## config.mk

```make
export PLATFORM = sky130hd
export DESIGN_NAME = periph_subsystem
export DESIGN_NICKNAME = d
export VERILOG_FILES = /design/src/common/periph_pkg.sv /design/src/rtl/periph_subsystem.sv /design/src/irq/periph_irq_ctrl.sv /design/src/timer/periph_timer.sv /design/src/rtl/periph_decode.sv /design/src/rtl/periph_bus_adapter.sv
export VERILOG_INCLUDE_DIRS = /design/src /design/src/common
export SDC_FILE = /design/constraint.sdc
export NUM_CORES = 1
export LEC_CHECK = 0
export BUFFER_PORTS_ARGS = -buffer_cell sky130_fd_sc_hd__buf_2
export CAP_MARGIN = 20
export CELL_PAD_IN_SITES_DETAIL_PLACEMENT = 1
export CELL_PAD_IN_SITES_GLOBAL_PLACEMENT = 2
export CORE_ASPECT_RATIO = 1.5
export CORE_MARGIN = 1.5
export CORE_UTILIZATION = 43
export DETAILED_ROUTE_END_ITERATION = 16
export HOLD_SLACK_MARGIN = 0.05
export PLACE_DENSITY = 0.84
export SKIP_LAST_GASP = 1
export SLEW_MARGIN = 20
export SYNTH_ARGS = -nofsm -noshare
export SYNTH_HDL_FRONTEND = slang
export SYNTH_SLANG_ARGS = --single-unit
```

## constraint.sdc

```tcl
create_clock -name clk_i -period 3.38 [get_ports clk_i]
set_input_delay 0.676 -clock clk_i [delete_from_list [all_inputs] [get_ports clk_i]]
set_output_delay 0.676 -clock clk_i [all_outputs]
set_load 0.05 [all_outputs]
```

## src/common/periph_defines.svh

```systemverilog
////////////////////////////////////////////////////////////////////////////
// Sizes, address fields and slot numbers of the peripheral subsystem
////////////////////////////////////////////////////////////////////////////
`ifndef PERIPH_DEFINES_SVH
`define PERIPH_DEFINES_SVH

// Instance counts
`define PERIPH_NUM_TIMERS 4
`define PERIPH_NUM_EXT_INT 4

// Register bus widths
`define PERIPH_DATA_W 32
`define PERIPH_ADDR_W 32

// Address fields, slot in bits 11:8 and word index in bits 3:2
`define PERIPH_SLOT_LSB 8
`define PERIPH_SLOT_W 4
`define PERIPH_REG_LSB 2
`define PERIPH_REG_W 2

// Interrupt controller slot and source count, ID 0 reserved
`define PERIPH_IRQ_SLOT 15
`define PERIPH_NUM_IRQ_SRC (1 + `PERIPH_NUM_TIMERS + `PERIPH_NUM_EXT_INT)

`endif
```

## src/common/periph_pkg.sv

```systemverilog
////////////////////////////////////////////////////////////////////////////
// Slot, register index and interrupt ID types with register maps
////////////////////////////////////////////////////////////////////////////
`include "periph_defines.svh"

package periph_pkg;

  typedef logic [`PERIPH_SLOT_W-1:0] slot_t;
  typedef logic [`PERIPH_REG_W-1:0] reg_idx_t;

  // Timer register map
  typedef enum logic [`PERIPH_REG_W-1:0] {
    TMR_CTRL    = 2'd0,
    TMR_COMPARE = 2'd1,
    TMR_COUNT   = 2'd2,
    TMR_STATUS  = 2'd3
  } timer_reg_e;

  // Interrupt controller register map
  typedef enum logic [`PERIPH_REG_W-1:0] {
    IRQ_STATUS = 2'd0,
    IRQ_ENABLE = 2'd1,
    IRQ_CLAIM  = 2'd2,
    IRQ_SOFT   = 2'd3
  } irq_reg_e;

  typedef logic [$clog2(`PERIPH_NUM_IRQ_SRC)-1:0] irq_id_t;

endpackage

```

## src/rtl/periph_subsystem.sv

```systemverilog
////////////////////////////////////////////////////////////////////////////
// Peripheral subsystem top with bus adapter, decoder, timers and
// interrupt controller
////////////////////////////////////////////////////////////////////////////
`timescale 1ns/100ps
`include "periph_defines.svh"

module periph_subsystem (
  input  logic                           clk_i,
  input  logic                           rst_n_i,

  input  logic                           bus_req_i,
  input  logic [`PERIPH_ADDR_W-1:0]      bus_addr_i,
  input  logic                           bus_we_i,
  input  logic [`PERIPH_DATA_W-1:0]      bus_wdata_i,
  output logic                           bus_gnt_o,
  output logic                           bus_rvalid_o,
  output logic [`PERIPH_DATA_W-1:0]      bus_rdata_o,

  input  logic [`PERIPH_NUM_EXT_INT-1:0] intr_ext_i,
  output logic                           irq_o,
  output logic                           msip_o
);

  logic                                              reg_wr;
  logic                                              reg_rd;
  logic [`PERIPH_ADDR_W-1:0]                         reg_addr;
  logic [`PERIPH_DATA_W-1:0]                         reg_wdata;
  logic [`PERIPH_DATA_W-1:0]                         reg_rdata;
  logic [`PERIPH_REG_W-1:0]                          reg_idx;
  logic [`PERIPH_DATA_W-1:0]                         wdata;
  logic [`PERIPH_NUM_TIMERS-1:0]                     tmr_wr;
  logic [`PERIPH_NUM_TIMERS-1:0]                     tmr_rd;
  logic [`PERIPH_NUM_TIMERS-1:0][`PERIPH_DATA_W-1:0] tmr_rdata;
  logic [`PERIPH_NUM_TIMERS-1:0]                     tmr_irq;
  logic                                              irq_wr;
  logic                                              irq_rd;
  logic [`PERIPH_DATA_W-1:0]                         irq_rdata;

  periph_bus_adapter bus_adapter_i (
    .clk_i,
    .rst_n_i,
    .bus_req_i,
    .bus_addr_i,
    .bus_we_i,
    .bus_wdata_i,
    .bus_gnt_o,
    .bus_rvalid_o,
    .bus_rdata_o,
    .reg_wr_o    (reg_wr),
    .reg_rd_o    (reg_rd),
    .reg_addr_o  (reg_addr),
    .reg_wdata_o (reg_wdata),
    .reg_rdata_i (reg_rdata)
  );

  periph_decode decode_i (
    .reg_wr_i    (reg_wr),
    .reg_rd_i    (reg_rd),
    .reg_addr_i  (reg_addr),
    .reg_wdata_i (reg_wdata),
    .reg_rdata_o (reg_rdata),
    .reg_idx_o   (reg_idx),
    .wdata_o     (wdata),
    .tmr_wr_o    (tmr_wr),
    .tmr_rd_o    (tmr_rd),
    .tmr_rdata_i (tmr_rdata),
    .irq_wr_o    (irq_wr),
    .irq_rd_o    (irq_rd),
    .irq_rdata_i (irq_rdata)
  );

  for (genvar i = 0; i < `PERIPH_NUM_TIMERS; i++) begin : gen_timer
    periph_timer timer_i (
      .clk_i,
      .rst_n_i,
      .wr_i      (tmr_wr[i]),
      .rd_i      (tmr_rd[i]),
      .reg_idx_i (reg_idx),
      .wdata_i   (wdata),
      .rdata_o   (tmr_rdata[i]),
      .irq_o     (tmr_irq[i])
    );
  end

  periph_irq_ctrl irq_ctrl_i (
    .clk_i,
    .rst_n_i,
    .wr_i       (irq_wr),
    .rd_i       (irq_rd),
    .reg_idx_i  (reg_idx),
    .wdata_i    (wdata),
    .rdata_o    (irq_rdata),
    .tmr_irq_i  (tmr_irq),
    .intr_ext_i,
    .irq_o,
    .msip_o
  );

endmodule

```

## src/irq/periph_irq_ctrl.sv

```systemverilog
////////////////////////////////////////////////////////////////////////////
// Interrupt controller with enable mask, claim and software interrupt
////////////////////////////////////////////////////////////////////////////
`timescale 1ns/100ps
`include "periph_defines.svh"

module periph_irq_ctrl (
  input  logic                          clk_i,
  input  logic                          rst_n_i,
  input  logic                          wr_i,
  input  logic                          rd_i,
  input  periph_pkg::reg_idx_t          reg_idx_i,
  input  logic [`PERIPH_DATA_W-1:0]     wdata_i,
  output logic [`PERIPH_DATA_W-1:0]     rdata_o,
  input  logic [`PERIPH_NUM_TIMERS-1:0] tmr_irq_i,
  input  logic [`PERIPH_NUM_EXT_INT-1:0] intr_ext_i,
  output logic                          irq_o,
  output logic                          msip_o
);

  localparam int unsigned NSrc = `PERIPH_NUM_IRQ_SRC;

  periph_pkg::irq_reg_e reg_sel;
  logic [NSrc-1:0]      src;
  logic [NSrc-1:0]      enable_q;
  logic [NSrc-1:0]      active;
  periph_pkg::irq_id_t  claim;

  assign reg_sel = periph_pkg::irq_reg_e'(reg_idx_i);

  // ID 0 means no interrupt, timers follow, then external lines
  assign src    = {intr_ext_i, tmr_irq_i, 1'b0};
  assign active = src & enable_q;
  assign irq_o  = |active;

  always_ff @(posedge clk_i or negedge rst_n_i) begin
    if (!rst_n_i) begin
      enable_q <= '0;
      msip_o   <= 1'b0;
    end else if (wr_i) begin
      case (reg_sel)
        periph_pkg::IRQ_ENABLE: enable_q <= wdata_i[NSrc-1:0];
        periph_pkg::IRQ_SOFT:   msip_o <= wdata_i[0];
        default: ;
      endcase
    end
  end

  // Lowest active ID wins, scan downward so it is written last
  always_comb begin
    claim = '0;
    for (int i = NSrc - 1; i > 0; i--) begin
      if (active[i]) claim = periph_pkg::irq_id_t'(i);
    end
  end

  always_comb begin
    rdata_o = '0;
    if (rd_i) begin
      case (reg_sel)
        periph_pkg::IRQ_STATUS: rdata_o[NSrc-1:0] = src;
        periph_pkg::IRQ_ENABLE: rdata_o[NSrc-1:0] = enable_q;
        periph_pkg::IRQ_CLAIM:  rdata_o[$bits(claim)-1:0] = claim;
        periph_pkg::IRQ_SOFT:   rdata_o[0] = msip_o;
        default:                rdata_o = '0;
      endcase
    end
  end

endmodule

```

## src/timer/periph_timer.sv

```systemverilog
////////////////////////////////////////////////////////////////////////////
// Interval timer with enable, compare, count and expired status
////////////////////////////////////////////////////////////////////////////
`timescale 1ns/100ps
`include "periph_defines.svh"

module periph_timer (
  input  logic                      clk_i,
  input  logic                      rst_n_i,
  input  logic                      wr_i,
  input  logic                      rd_i,
  input  periph_pkg::reg_idx_t      reg_idx_i,
  input  logic [`PERIPH_DATA_W-1:0] wdata_i,
  output logic [`PERIPH_DATA_W-1:0] rdata_o,
  output logic                      irq_o
);

  periph_pkg::timer_reg_e    reg_sel;
  logic                      enable_q;
  logic [`PERIPH_DATA_W-1:0] compare_q;
  logic [`PERIPH_DATA_W-1:0] count_q;
  logic                      expired_q;
  logic                      hit;

  assign reg_sel = periph_pkg::timer_reg_e'(reg_idx_i);

  // Count reached compare this cycle
  assign hit = enable_q && (count_q == compare_q);

  always_ff @(posedge clk_i or negedge rst_n_i) begin
    if (!rst_n_i) begin
      enable_q  <= 1'b0;
      compare_q <= '0;
    end else if (wr_i) begin
      case (reg_sel)
        periph_pkg::TMR_CTRL:    enable_q <= wdata_i[0];
        periph_pkg::TMR_COMPARE: compare_q <= wdata_i;
        default: ;
      endcase
    end
  end

  // Software write to the count overrides the wrap
  always_ff @(posedge clk_i or negedge rst_n_i) begin
    if (!rst_n_i) begin
      count_q <= '0;
    end else if (wr_i && reg_sel == periph_pkg::TMR_COUNT) begin
      count_q <= wdata_i;
    end else if (hit) begin
      count_q <= '0;
    end else if (enable_q) begin
      count_q <= count_q + 1'b1;
    end
  end

  // A new expiry wins over a clear in the same cycle
  always_ff @(posedge clk_i or negedge rst_n_i) begin
    if (!rst_n_i) begin
      expired_q <= 1'b0;
    end else if (hit) begin
      expired_q <= 1'b1;
    end else if (wr_i && reg_sel == periph_pkg::TMR_STATUS && wdata_i[0]) begin
      expired_q <= 1'b0;
    end
  end

  always_comb begin
    rdata_o = '0;
    if (rd_i) begin
      case (reg_sel)
        periph_pkg::TMR_CTRL:    rdata_o[0] = enable_q;
        periph_pkg::TMR_COMPARE: rdata_o = compare_q;
        periph_pkg::TMR_COUNT:   rdata_o = count_q;
        periph_pkg::TMR_STATUS:  rdata_o[0] = expired_q;
        default:                 rdata_o = '0;
      endcase
    end
  end

  assign irq_o = expired_q;

endmodule

```

## src/rtl/periph_decode.sv

```systemverilog
////////////////////////////////////////////////////////////////////////////
// Slot decoder with strobe steering and read data mux
////////////////////////////////////////////////////////////////////////////
`timescale 1ns/100ps
`include "periph_defines.svh"

module periph_decode (
  input  logic                                              reg_wr_i,
  input  logic                                              reg_rd_i,
  input  logic [`PERIPH_ADDR_W-1:0]                         reg_addr_i,
  input  logic [`PERIPH_DATA_W-1:0]                         reg_wdata_i,
  output logic [`PERIPH_DATA_W-1:0]                         reg_rdata_o,
  output periph_pkg::reg_idx_t                              reg_idx_o,
  output logic [`PERIPH_DATA_W-1:0]                         wdata_o,
  output logic [`PERIPH_NUM_TIMERS-1:0]                     tmr_wr_o,
  output logic [`PERIPH_NUM_TIMERS-1:0]                     tmr_rd_o,
  input  logic [`PERIPH_NUM_TIMERS-1:0][`PERIPH_DATA_W-1:0] tmr_rdata_i,
  output logic                                              irq_wr_o,
  output logic                                              irq_rd_o,
  input  logic [`PERIPH_DATA_W-1:0]                         irq_rdata_i
);

  periph_pkg::slot_t slot;
  logic              irq_sel;

  assign slot      = reg_addr_i[`PERIPH_SLOT_LSB +: `PERIPH_SLOT_W];
  assign reg_idx_o = reg_addr_i[`PERIPH_REG_LSB +: `PERIPH_REG_W];
  assign wdata_o   = reg_wdata_i;

  // Timers occupy the lowest slots
  for (genvar i = 0; i < `PERIPH_NUM_TIMERS; i++) begin : gen_tmr_sel
    assign tmr_wr_o[i] = reg_wr_i && (slot == periph_pkg::slot_t'(i));
    assign tmr_rd_o[i] = reg_rd_i && (slot == periph_pkg::slot_t'(i));
  end

  assign irq_sel  = (slot == periph_pkg::slot_t'(`PERIPH_IRQ_SLOT));
  assign irq_wr_o = reg_wr_i & irq_sel;
  assign irq_rd_o = reg_rd_i & irq_sel;

  // Unmapped slots read zero
  always_comb begin
    reg_rdata_o = '0;
    for (int i = 0; i < `PERIPH_NUM_TIMERS; i++) begin
      if (slot == periph_pkg::slot_t'(i)) reg_rdata_o = tmr_rdata_i[i];
    end
    if (irq_sel) reg_rdata_o = irq_rdata_i;
  end

endmodule

```

## src/rtl/periph_bus_adapter.sv

```systemverilog
////////////////////////////////////////////////////////////////////////////
// Core-side bus port to register strobes, with one-cycle read response
////////////////////////////////////////////////////////////////////////////
`timescale 1ns/100ps
`include "periph_defines.svh"

module periph_bus_adapter (
  input  logic                      clk_i,
  input  logic                      rst_n_i,

  // Core side
  input  logic                      bus_req_i,
  input  logic [`PERIPH_ADDR_W-1:0] bus_addr_i,
  input  logic                      bus_we_i,
  input  logic [`PERIPH_DATA_W-1:0] bus_wdata_i,
  output logic                      bus_gnt_o,
  output logic                      bus_rvalid_o,
  output logic [`PERIPH_DATA_W-1:0] bus_rdata_o,

  // Register side
  output logic                      reg_wr_o,
  output logic                      reg_rd_o,
  output logic [`PERIPH_ADDR_W-1:0] reg_addr_o,
  output logic [`PERIPH_DATA_W-1:0] reg_wdata_o,
  input  logic [`PERIPH_DATA_W-1:0] reg_rdata_i
);

  // No back-pressure, every request is granted at once
  assign bus_gnt_o = bus_req_i;

  assign reg_wr_o    = bus_req_i & bus_we_i;
  assign reg_rd_o    = bus_req_i & ~bus_we_i;
  assign reg_addr_o  = bus_addr_i;
  assign reg_wdata_o = bus_wdata_i;

  // Response pulse one cycle after each grant
  always_ff @(posedge clk_i or negedge rst_n_i) begin
    if (!rst_n_i) begin
      bus_rvalid_o <= 1'b0;
    end else begin
      bus_rvalid_o <= bus_req_i;
    end
  end

  // Writes answer with zero data
  always_ff @(posedge clk_i) begin
    if (reg_rd_o) begin
      bus_rdata_o <= reg_rdata_i;
    end else begin
      bus_rdata_o <= '0;
    end
  end

endmodule

```

-- After elaboration in Yosys (flattened, before gate mapping)
Index checks and enable logic that the tools add are counted.
- bits in registers: 307
- bits of input ports: 72
- logic and storage cells: 135
- add/subtract/negate cells: 4
- equal/unequal tests: 11
- mux-type cells: 49
- bitwise gates (word level): 6
- reduce and logical (&&, ||, !) cells: 45
- operator list (cell ; count):
    2-to-1 mux 32 bit ; 21
    case mux 31 bit (2 select lines) ; 4
    adder 32 x 1 -> 32 bit, second input constant ; 4
    == test 32 bit ; 4
    2-to-1 mux 4 bit ; 8
    logical AND 1 bit ; 24
    case mux 1 bit (4 select lines) ; 5
    AND reduction 2 bit ; 10
    nonzero test 3 bit ; 4
    case mux 5 bit (2 select lines) ; 1
    AND 9 bit ; 1
    2-to-1 mux 9 bit ; 1
    case mux 3 bit (3 select lines) ; 1
    OR reduction 9 bit ; 1
    == test 4 x 2 -> 1 bit, second input constant ; 2
    2-to-1 mux 1 bit ; 8
    nonzero test 2 bit ; 4
    AND 1 bit ; 4
    == test 2 bit, second input constant ; 2
    == test 4 x 1 -> 1 bit, second input constant ; 1
    == test 4 bit, second input constant ; 1
    zero test 4 bit ; 1
    == test 2 x 1 -> 1 bit, second input constant ; 1
    zero test 2 bit ; 1
    inverter 1 bit ; 1

-- Depth between registers and ports, before layout
Gate-level depths: netlist of run 1.
- depth after elaboration: 12
- depth in mapped cells: 11
- mapped depth without buffers: 9

-- By module
Synthesis of run 1 repeated with hierarchy kept, for this count alone.
- cells, all modules: 2448
- area, all modules: 21734.6 um^2
- by module, submodules not included (module ; instances ; cells an instance ; area an instance (um^2)):
    periph_timer (gen_timer[0].timer_i ...) ; 2 ; 480 ; 4383.0
    periph_timer (gen_timer[2].timer_i ...) ; 2 ; 486 ; 4377.9
    periph_decode ; 1 ; 287 ; 1848.0
    periph_bus_adapter ; 1 ; 138 ; 1476.4
    periph_irq_ctrl ; 1 ; 91 ; 888.4

-- Worst setup path before layout of run 1
Ideal clock, no wire load.
- path type: input port to flip-flop
- start: input port bus_addr_i[2]
- end: register gen_timer[3].timer_i.count_q[26]
- data arrival time: 2.351 ns
- required time: 3.270 ns
- setup slack: 0.919 ns
- stages: 10
- path through: inv_1 > ha_1 > clkbuf_1 > and3_1 > clkbuf_1 > nand2_1 > nand2_1 > and3_1 > a41oi_1 > o41ai_1
- word-level cells in the longest chain between the ends: 3
- elaborated cells between the ends (all ways): 4
- classes of those cells: 1 x eq/ne; 1 x mux; 2 x reduce/logical
- ends and longest elaborated chain (item ; line ; source):
    from (decl) ; periph_subsystem.sv:13 ; input logic [`PERIPH_ADDR_W-1:0] bus_addr_i,
    == test 2 bit * ; periph_timer.sv:47 ; end else if (wr_i && reg_sel == periph_pkg::TMR_COUNT) begin
    logical AND 1 bit * ; periph_timer.sv:47 ;
    nonzero test 3 bit (no source line) / 2-to-1 mux 32 bit (equally long branches) ; - ;
    to (signal assigned) ; periph_timer.sv:48 ; count_q <= wdata_i;
    to (signal assigned) ; periph_timer.sv:52 ; count_q <= count_q + 1'b1;
    to (decl) ; periph_timer.sv:21 ; logic [`PERIPH_DATA_W-1:0] count_q;
Mark *: on every way between the ends. The rest lies on a longest branch, timed or not.
A chain may end at the register's enable or synchronous reset.

-- Worst setup path after layout of run 1
- start: register gen_timer[0].timer_i.count_q[3]
- end: register gen_timer[0].timer_i.count_q[12]
- word-level cells in the longest chain between the ends: 4
- elaborated cells between the ends (all ways): 7
- classes of those cells: 1 x add/sub; 1 x eq/ne; 3 x mux; 2 x reduce/logical
- ends and longest elaborated chain (item ; line ; source):
    from (decl) ; periph_timer.sv:21 ;
    from (signal assigned) ; periph_timer.sv:48 ;
    from (signal assigned) ; periph_timer.sv:52 ;
    adder 32 x 1 -> 32 bit / == test 32 bit (equally long branches) ; periph_timer.sv:52, periph_timer.sv:28 ;
    2-to-1 mux 32 bit / logical AND 1 bit (equally long branches) ; periph_timer.sv:51, periph_timer.sv:28 ;
    2-to-1 mux 32 bit ; periph_timer.sv:49 ; end else if (hit) begin
    2-to-1 mux 32 bit ; periph_timer.sv:47 ;
Several ways; a longest one is shown, not always the timed one. The select of a mux whose other input is x is not followed.

==> flow_metrics.tcl, run 1 <==
set metrics [dict create \
    status "completed" \
    pre_cts_slack_ns 0.344 \
    die_area_um2 42500 \
    netlist_area_um2 17700 \
    vias 15679 \
    synthArstFlopShare 0.896 \
    cts_root_buf "clkbuf_16" \
    ios 108 \
    period_share 0.785 \
    htreeDepth 2 \
    r2r-end "gen_timer[0].timer_i.count_q[12]$_DFFE_PN0P_" \
    synth_top_area_share 0.388 \
    worst_ep_required_time_ns 3.76 \
    tns_ns 0 \
    endpoint "gen_timer[0].timer_i.count_q[12]$_DFFE_PN0P_" \
    startpoint "gen_timer[0].timer_i.count_q[3]$_DFFE_PN0P_" \
    nNetsFinal 1977 \
    fin_skew_ns 0.0211 \
    track_usage 0.349 \
    slew-limit-headroom 0.424 \
    drtIter0Drc 1384 \
    antenna_found_initial 3 \
    cts_hold_buffers 0 \
    start_util 0.439 \
    critPathLaunchType "flip-flop" \
    post-route-min-period_ns 2.65 \
    synth-seq-area-share 0.424 \
    reg2reg_depth 7 \
    yosys.area.top_type "dfrtp_1" \
    grt_first_pass_wirelength_um 108000 \
    ir_worst_vdd_mv 0.381 \
    synth_ff_type "dfrtp_1" \
    finalSetupViolCount 0 \
    slew_violations 0 \
    fill_cells 4550 \
    grt_overflow 0 \
    first_pass_iters 5 \
    clk_path_buf_depth 3 \
    wl_per_cell_um 30.2 \
    fp.coreArea_um2 40400 \
    synthCells 1869 \
    synth-edff-count 0 \
    yosysUniqueCellTypes 71 \
    synthesis.nets 1950 \
    cts_num_sinks 307 \
    totalWireLength_um 73500 \
    rsz0062_at_grt "no" \
    end_kind "flip-flop" \
    grt_max_degree 78 \
    drive_gt1_frac 0.189 \
    synth_area_leaders "dfrtp_1 39%, mux2_2 9.1%, xor2_1 6.2%" \
    drt-vias-per-instance 6.45 \
    fmax_mhz 377 \
    power.density_nw_per_um2 548 \
    arrival_ns 3.03 \
    cts_inserted_buffers 34 \
    place.detailed.hpwl_um 52400 \
    rows 90 \
    post-place-cells 2366 \
    r2r_slack_ns 0.73 \
    tightest_slew_ns 0.863 \
    clock_latency_ns 0.54 \
    die_y_um 252 \
    maxCapViolCount 0 \
    syn2layout_area_growth_pct 12.3 \
    synth.avg_cell_area_um2 9.49 \
    drc 0 \
    clk_pin_slew_worst_paths_ns 0.06 \
    finalHoldViolCount 0 \
    p_leak_nw 8.10 \
    final_cells 2430 \
    synth-seq-cells 307 \
    hp-class "in -> async" \
    cts_tree "built" \
    finalWorstSetupSlack_ns 0.727 \
    cts_resized 0 \
    io_buffers 81 \
    fp.dieW_um 169 \
    total_power_w 0.0109 \
    path_class "reg -> reg" \
    grt_pass1_vias 16389 \
    cp_max_fo 18 \
    yosysWarnings 0 \
    rr_startpoint "gen_timer[0].timer_i.count_q[3]$_DFFE_PN0P_" \
    antenna_left 0 \
    routabilityCongestion 1.01 \
    post_cts_buffers 0 \
]
how the worst min path moves through the flow:
stage                                             startpoint                                           end  slack (ns)  depth (start not counted)
after floorplan                                      rst_n_i          bus_adapter_i.bus_rvalid_o$_DFF_PN0_        0.38                          0
after global placement    irq_ctrl_i.enable_q[0]$_DFFE_PN0P_            irq_ctrl_i.enable_q[0]$_DFFE_PN0P_        0.49                          1
after detailed placement  irq_ctrl_i.enable_q[2]$_DFFE_PN0P_            irq_ctrl_i.enable_q[2]$_DFFE_PN0P_        0.52                          1
after CTS                                            rst_n_i  gen_timer[1].timer_i.count_q[13]$_DFFE_PN0P_        0.15                          1
after global routing                                 rst_n_i  gen_timer[1].timer_i.count_q[27]$_DFFE_PN0P_        0.15                          1
final                                                rst_n_i   gen_timer[1].timer_i.count_q[9]$_DFFE_PN0P_        0.13                          1
power breakdown:
group / internal [W] / total [W] / switching (W)
clock network: 0.00227 / 0.00390 / 0.00163
logic: 0.000874 / 0.00217 / 0.00130
registers: 0.00409 / 0.00485 / 0.000752
total: 0.00724 / 0.0109 / 0.00368
final cells by class:
cell class,instances,area [um^2],share of cell area
inverter,16,60.1,0.00302
tap,506,633,0.0318
multi-input combinational,1398,9600,0.482
antenna,2,5.00,0.000251
sequential,307,7520,0.378
timing repair buffer,139,951,0.0477
clock inverter,9,72.6,0.00364
clock buffer,53,1080,0.0540
registers in the layout, summed over array words and instances, names as in the netlist:
signal / flops
bus_adapter_i.bus_rdata_o: 32
bus_adapter_i.bus_rvalid_o: 1
gen_timer.timer_i.compare_q: 128
gen_timer.timer_i.count_q: 128
gen_timer.timer_i.enable_q: 4
gen_timer.timer_i.irq_o: 4
irq_ctrl_i.enable_q: 9
irq_ctrl_i.msip_o: 1
cells by family (layout without fill, tap and decap cells):
| logic type | count (synthesis) | in the layout | share of synthesized area |
|---|---|---|---|
| DFF | 307 | 307 | 0.424 |
| muxes | 149 | 149 | 0.0942 |
| xor gates and xnor gates | 202 | 202 | 0.0998 |
| buffers and inverters | 164 | 217 | 0.0378 |
| other | 0 | 2 | 0 |
| AOI/OAI and AO/OA | 444 | 444 | 0.168 |
| adders and majority gates | 9 | 9 | 0.00635 |
| and+or+nand+nor | 594 | 594 | 0.170 |
cells in the final DEF, fill, tap and decap left out, types with 10 or more instances in the layout:
cell	instances
o221ai_1	27
nor2_1	91
mux2_2	143
a31oi_1	25
dfrtp_1	275
o21ai_0	92
nor3_1	18
a21oi_1	58
o22ai_1	34
xor2_1	125
nand2_1	218
nor4_1	25
nand4_1	59
or4_1	10
and3_1	28
buf_4	50
xnor2_1	77
inv_1	16
dfxtp_1	32
o31ai_1	35
and4_1	11
buf_2	80
clkbuf_16	37
nand3_1	59
a22oi_1	127
cells in the mapped netlist, types with 10 or more instances:
cell type and instances:
or4_1 10, and4_1 11, o22ai_1 34, o221ai_1 27, nand2_1 218, nor4_1 25
inv_1 16, dfrtp_1 275, xor2_1 125, clkbuf_1 105, o21ai_0 92, nor2_1 98
nor3_1 19, nand3_1 59, a22oi_1 127, nand4_1 59, and3_1 28, mux2_2 143
a31oi_1 25, o31ai_1 35, dfxtp_1 32, a21oi_1 58, xnor2_1 77, buf_2 30
critical path: stages, from the launching register on:
cell	delay [ns]
dfrtp_1	0.46
xnor2_1	0.30
nor4b_1	0.31
nand4_1	0.13
nor3_1	0.16
nand3_1	0.34
nand2_1	0.57
o21ai_0	0.22
stage by stage:
| stage | utilization | hold WS [ns] | area, um^2 |
|---|---|---|---|
| after CTS | 0.493 | 0.146 | 19900 |
| after global routing | 0.493 | 0.150 | 19900 |
| final | 0.493 | 0.125 | 19900 |
| after detailed placement | 0.464 | 0.517 | 18800 |
| after global placement | 0.464 | 0.488 | 18800 |
| after floorplan | - | 0.380 | 17700 |
metal layers:
layer  track usage  part of all wire
met5             0                 0
met4         0.265             0.083
met3        0.0411             0.041
met2         0.602              0.50
met1         0.393              0.37
Note: power is estimated with default switching activity, not from simulation.
==> run 2: changes to the inputs <==
Settings changed: CORE_UTILIZATION 43 to 40, PLACE_DENSITY 0.84 to 0.78.
Clock period 3.38 ns to 2.7 ns, I/O delays scaled along.
==> run 2 against run 1 <==
Net effect:
- critical path depth is 1 higher
- setup slack worse by 0.55 ns
- clock-buffer cell count is 5 lower
- critical endpoint is now gen_timer[0].timer_i.count_q[30]$_DFFE_PN0P_
==> flow_metrics.tcl, run 2 (synthesis results as in run 1) <==
set metrics [dict create \
    cts_resized 0 \
    htreeDepth 2 \
    fp.dieW_um 175 \
    status "completed" \
    drt-vias-per-instance 6.24 \
    routabilityCongestion 1.07 \
    finalSetupViolCount 0 \
    arrival_ns 2.92 \
    slew-limit-headroom 0.385 \
    slew_violations 0 \
    multi_input_area_um2 9610 \
    utilization 0.477 \
    fp.coreArea_um2 43800 \
    clk_pin_slew_worst_paths_ns 0.06 \
    final_cells 2592 \
    path_class "reg -> reg" \
    grt_max_degree 75 \
    cts_root_buf "clkbuf_16" \
    regArea_um2 7520 \
    antenna_found_initial 1 \
    vias 16177 \
    end_kind "flip-flop" \
    p_leak_nw 8.61 \
    rsz0062_at_grt "no" \
    wl_per_cell_um 30.0 \
    grt_first_pass_wirelength_um 114000 \
    maxCapViolCount 0 \
    totalWireLength_um 77700 \
    post-route-min-period_ns 2.52 \
    fin_skew_ns 0.0124 \
    drive_gt1_frac 0.227 \
    fill_cells 4984 \
    final_cell_mix "275 x dfrtp_1, 218 x nand2_1, 143 x mux2_2" \
    syn2layout_area_growth_pct 17.8 \
    cp_max_fo 10 \
    ir_worst_vdd_mv 0.390 \
    drtIter0Drc 1296 \
    tightest_slew_ns 0.918 \
    reg_top3 "gen_timer.timer_i.compare_q (128), gen_timer.timer_i.count_q (128), bus_adapter_i.bus_rdata_o (32)" \
    place.detailed.hpwl_um 55800 \
    worst_ep_required_time_ns 3.10 \
    ios 108 \
    grt_pass1_vias 17251 \
    drc 0 \
    critPathLaunchType "flip-flop" \
    cts_tree "built" \
    nNetsFinal 2070 \
    start_util 0.405 \
    die_area_um2 45600 \
    io_buffers 81 \
    track_usage 0.344 \
    total_power_w 0.0143 \
    finalHoldViolCount 0 \
    clock_latency_ns 0.54 \
    rows 94 \
    antenna_left 0 \
    period_share 0.934 \
    tns_ns 0 \
    layout_commonest_cell "dfrtp_1" \
    post-place-cells 2527 \
    grt_overflow 0 \
    fmax_mhz 397 \
    power.density_nw_per_um2 685 \
    hp-class "in -> reg" \
    clk_path_buf_depth 3 \
    cts_inserted_buffers 35 \
    post_cts_buffers 0 \
    cts_num_sinks 307 \
    first_pass_iters 6 \
    die_y_um 261 \
]
run 2: layout make-up:
class | count | share of cell area
multi-input combinational | 1398 | 0.460
sequential | 307 | 0.360
timing repair buffer | 231 | 0.0835
clock buffer | 48 | 0.0498
tap | 576 | 0.0345
clock inverter | 15 | 0.00869
inverter | 16 | 0.00288
antenna | 1 | 0.000120
run 2: report_power, final:
| part | leakage, nW | switching [W] | internal (W) | total (W) |
|---|---|---|---|---|
| clock network | 0.605 | 0.00210 | 0.00309 | 0.00518 |
| logic | 4.27 | 0.00187 | 0.00131 | 0.00318 |
| registers | 3.73 | 0.000822 | 0.00513 | 0.00595 |
run 2: worst max-delay path, cell delays in order (launching register included):
cell and delay (ns):
dfrtp_1 0.49, xor2_1 0.23, or4_1 0.49, nor4_1 0.34
and3_1 0.29, buf_4 0.23, a21oi_1 0.05, o21ai_0 0.15
a31oi_1 0.12
run 2: per-layer routing:
metal	share of wire	GRT usage	wire length, um
met5	0.00013	0	10
met4	0.11	0.311	8190
met3	0.046	0.0465	3550
met2	0.50	0.605	39200
met1	0.34	0.357	26700
run 2: path summary, 6_finish.rpt:
path | endpoint | depth (start not counted) | slack (ns) | from
max | gen_timer[0].timer_i.count_q[30]$_DFFE_PN0P_ | 8 | 0.18 | gen_timer[0].timer_i.count_q[8]$_DFFE_PN0P_
min | bus_adapter_i.bus_rvalid_o$_DFF_PN0_ | 1 | 0.21 | bus_req_i
max reg2reg | gen_timer[0].timer_i.count_q[30]$_DFFE_PN0P_ | 8 | 0.18 | gen_timer[0].timer_i.count_q[8]$_DFFE_PN0P_
min reg2reg | irq_ctrl_i.enable_q[0]$_DFFE_PN0P_ | 1 | 0.53 | irq_ctrl_i.enable_q[0]$_DFFE_PN0P_
max in group asynchronous | gen_timer[0].timer_i.count_q[20]$_DFFE_PN0P_ | 3 | 1.35 | rst_n_i
min in group asynchronous | gen_timer[1].timer_i.count_q[12]$_DFFE_PN0P_ | 2 | 0.60 | rst_n_i
run 2: per-stage QoR:
step / hold slack (ns) / setup slack, ns / area (um^2)
2_1_floorplan: 0.244 / 0.375 / 17700
3_3_place_gp: 0.492 / 0.127 / 19600
3_5_place_dp: 0.510 / 0.0908 / 19600
4_1_cts: 0.187 / 0.167 / 20900
5_1_grt: 0.193 / 0.0118 / 20900
6_report: 0.213 / 0.179 / 20900
run 2: repair_timing:
item	4_1_cts	5_1_grt
hold buffers	1	0
endpoints found under the hold margin	36	0
endpoints found under the setup margin	0	0
==> run 3: changes to the inputs <==
Settings changed: CTS_BUF_LIST set to sky130_fd_sc_hd__clkbuf_8 sky130_fd_sc_hd__clkbuf_16.
==> run 3 against run 2 <==
Net effect:
- clock power hardly changed
- register-to-register slack hardly changed
- via count hardly changed
- clock skew hardly changed
- critical path depth stayed put
- sequential share of layout area hardly changed
- combinational power hardly changed
- final cell count hardly changed
- sequential power hardly changed
- design area hardly changed
- non-clock buffer count stayed put
==> flow_metrics.tcl, run 3 (synthesis results as in run 1) <==
set metrics [dict create \
    finalSetupViolCount 0 \
    final_cell_mix "275 x dfrtp_1, 218 x nand2_1, 143 x mux2_2" \
    arrival_ns 2.92 \
    cts_tree "built" \
    critPathSlowestCell "dfrtp_1" \
    reg2reg_depth 8 \
    vias 16169 \
    antenna_left 0 \
    cts_hold_buffers 1 \
    grt_pass1_vias 17247 \
    finalWorstSetupSlack_ns 0.175 \
    power_frac_clock 0.362 \
    maxCapViolCount 0 \
    io_buffers 81 \
    place.detailed.hpwl_um 55800 \
    syn2layout_area_growth_pct 17.7 \
    tightest_slew_ns 0.891 \
    fmax_mhz 396 \
    die_y_um 261 \
    clk_path_buf_depth 3 \
    fp.dieW_um 175 \
    tns_ns 0 \
    first_pass_iters 5 \
    grt_overflow 0 \
    end_kind "flip-flop" \
    fin_skew_ns 0.0126 \
    hold_path_depth 1 \
    status "completed" \
    critical_path_buf_inv_count 1 \
    r2r_slack_ns 0.18 \
    nNetsFinal 2070 \
    power.density_nw_per_um2 685 \
    swShare 0.336 \
    cts_root_buf "clkbuf_16" \
    startpoint "gen_timer[0].timer_i.count_q[8]$_DFFE_PN0P_" \
    drive_gt1_frac 0.227 \
    clk_pin_slew_worst_paths_ns 0.06 \
    cp_max_fo 10 \
    totalWireLength_um 77700 \
    fp.coreArea_um2 43800 \
    clock_latency_ns 0.54 \
    cts_num_sinks 307 \
    critPathLaunchType "flip-flop" \
    drt-vias-per-instance 6.24 \
    antenna_found_initial 1 \
    htreeDepth 2 \
    ir_worst_vdd_mv 0.391 \
    hp-class "in -> reg" \
    die_area_um2 45600 \
    intPower_w 0.00950 \
    post-route-min-period_ns 2.52 \
    rr_startpoint "gen_timer[0].timer_i.count_q[8]$_DFFE_PN0P_" \
    period_share 0.935 \
    diodes 0 \
    start_util 0.405 \
    reg_top3 "gen_timer.timer_i.compare_q (128), gen_timer.timer_i.count_q (128), bus_adapter_i.bus_rdata_o (32)" \
    hold_start "bus_req_i" \
    track_usage 0.344 \
    cts_resized 0 \
    grt_first_pass_wirelength_um 114000 \
    ios 108 \
    r2r-end "gen_timer[0].timer_i.count_q[30]$_DFFE_PN0P_" \
    crit_chain "xor2_1 -> or4_1 -> nor4_1 -> and3_1 -> buf_4 -> a21oi_1 -> o21ai_0 -> a31oi_1" \
    wl_per_cell_um 30.0 \
    max_stage_delay_ns 0.49 \
    layout_commonest_cell "dfrtp_1" \
    finalHoldViolCount 0 \
    post_cts_buffers 0 \
    rows 94 \
    comb_power_share 0.222 \
    drc 0 \
    p_sw_w 0.00480 \
    path_class "reg -> reg" \
    slew_violations 0 \
    p_leak_nw 8.63 \
    rsz0062_at_grt "no" \
    utilization 0.477 \
    routabilityCongestion 1.07 \
    min_to "bus_adapter_i.bus_rvalid_o$_DFF_PN0_" \
    hold-worst-slack_ns 0.207 \
    pre_cts_slack_ns 0.0908 \
    worst_path_dominant_cell_family "simple AND/OR/NAND/NOR gates" \
    slew-limit-headroom 0.403 \
    worst_ep_required_time_ns 3.10 \
    drtIter0Drc 1299 \
    grt_max_degree 75 \
    seqPwrFrac 0.416 \
    cts_inserted_buffers 35 \
]
## run 3: cell types whose count changed in the layout (fill, tap and decap cells not counted), sizes merged
cell    previous run  this run
diode              1         0
inv               16        22
clkbuf            48        42
## run 3: power by group through the flow
stage          logic (W)  registers, W  clock network, W
6_report         0.00318       0.00595           0.00517
5_1_grt          0.00340       0.00601           0.00540
4_1_cts          0.00315       0.00594           0.00523
3_5_place_dp     0.00312       0.00602                 0
3_3_place_gp     0.00304       0.00599                 0
2_1_floorplan    0.00190       0.00570                 0
## run 3: cell type report
type	count	area [um^2]
clock buffer	42	1020
clock inverter	21	204
fill	4985	22900
inverter	16	60.1
multi-input combinational	1398	9610
sequential	307	7520
tap	576	721
timing repair buffer	231	1740
## run 3: how the worst max path moves through the flow
stage                                                   endpoint  depth (start not counted)
floorplan           gen_timer[3].timer_i.count_q[26]$_DFFE_PN0P_                         10
global placement    gen_timer[0].timer_i.count_q[31]$_DFFE_PN0P_                         10
detailed placement  gen_timer[0].timer_i.count_q[31]$_DFFE_PN0P_                         10
CTS                 gen_timer[1].timer_i.count_q[17]$_DFFE_PN0P_                          7
global route         gen_timer[2].timer_i.count_q[2]$_DFFE_PN0P_                          8
finish              gen_timer[0].timer_i.count_q[30]$_DFFE_PN0P_                          8
## run 3: per-stage QoR
step	area, um^2	total power, W	std cells
5_1_grt	20900	0.0148	2591
3_3_place_gp	19600	0.00903	2527
6_report	20900	0.0143	2591
4_1_cts	20900	0.0143	2591
2_1_floorplan	17700	0.00760	1869
3_5_place_dp	19600	0.00914	2527
## run 3: routing by layer
metal	GRT usage	part of all wire
met5	0	0.00013
met4	0.309	0.11
met3	0.0466	0.043
met2	0.605	0.51
met1	0.356	0.35
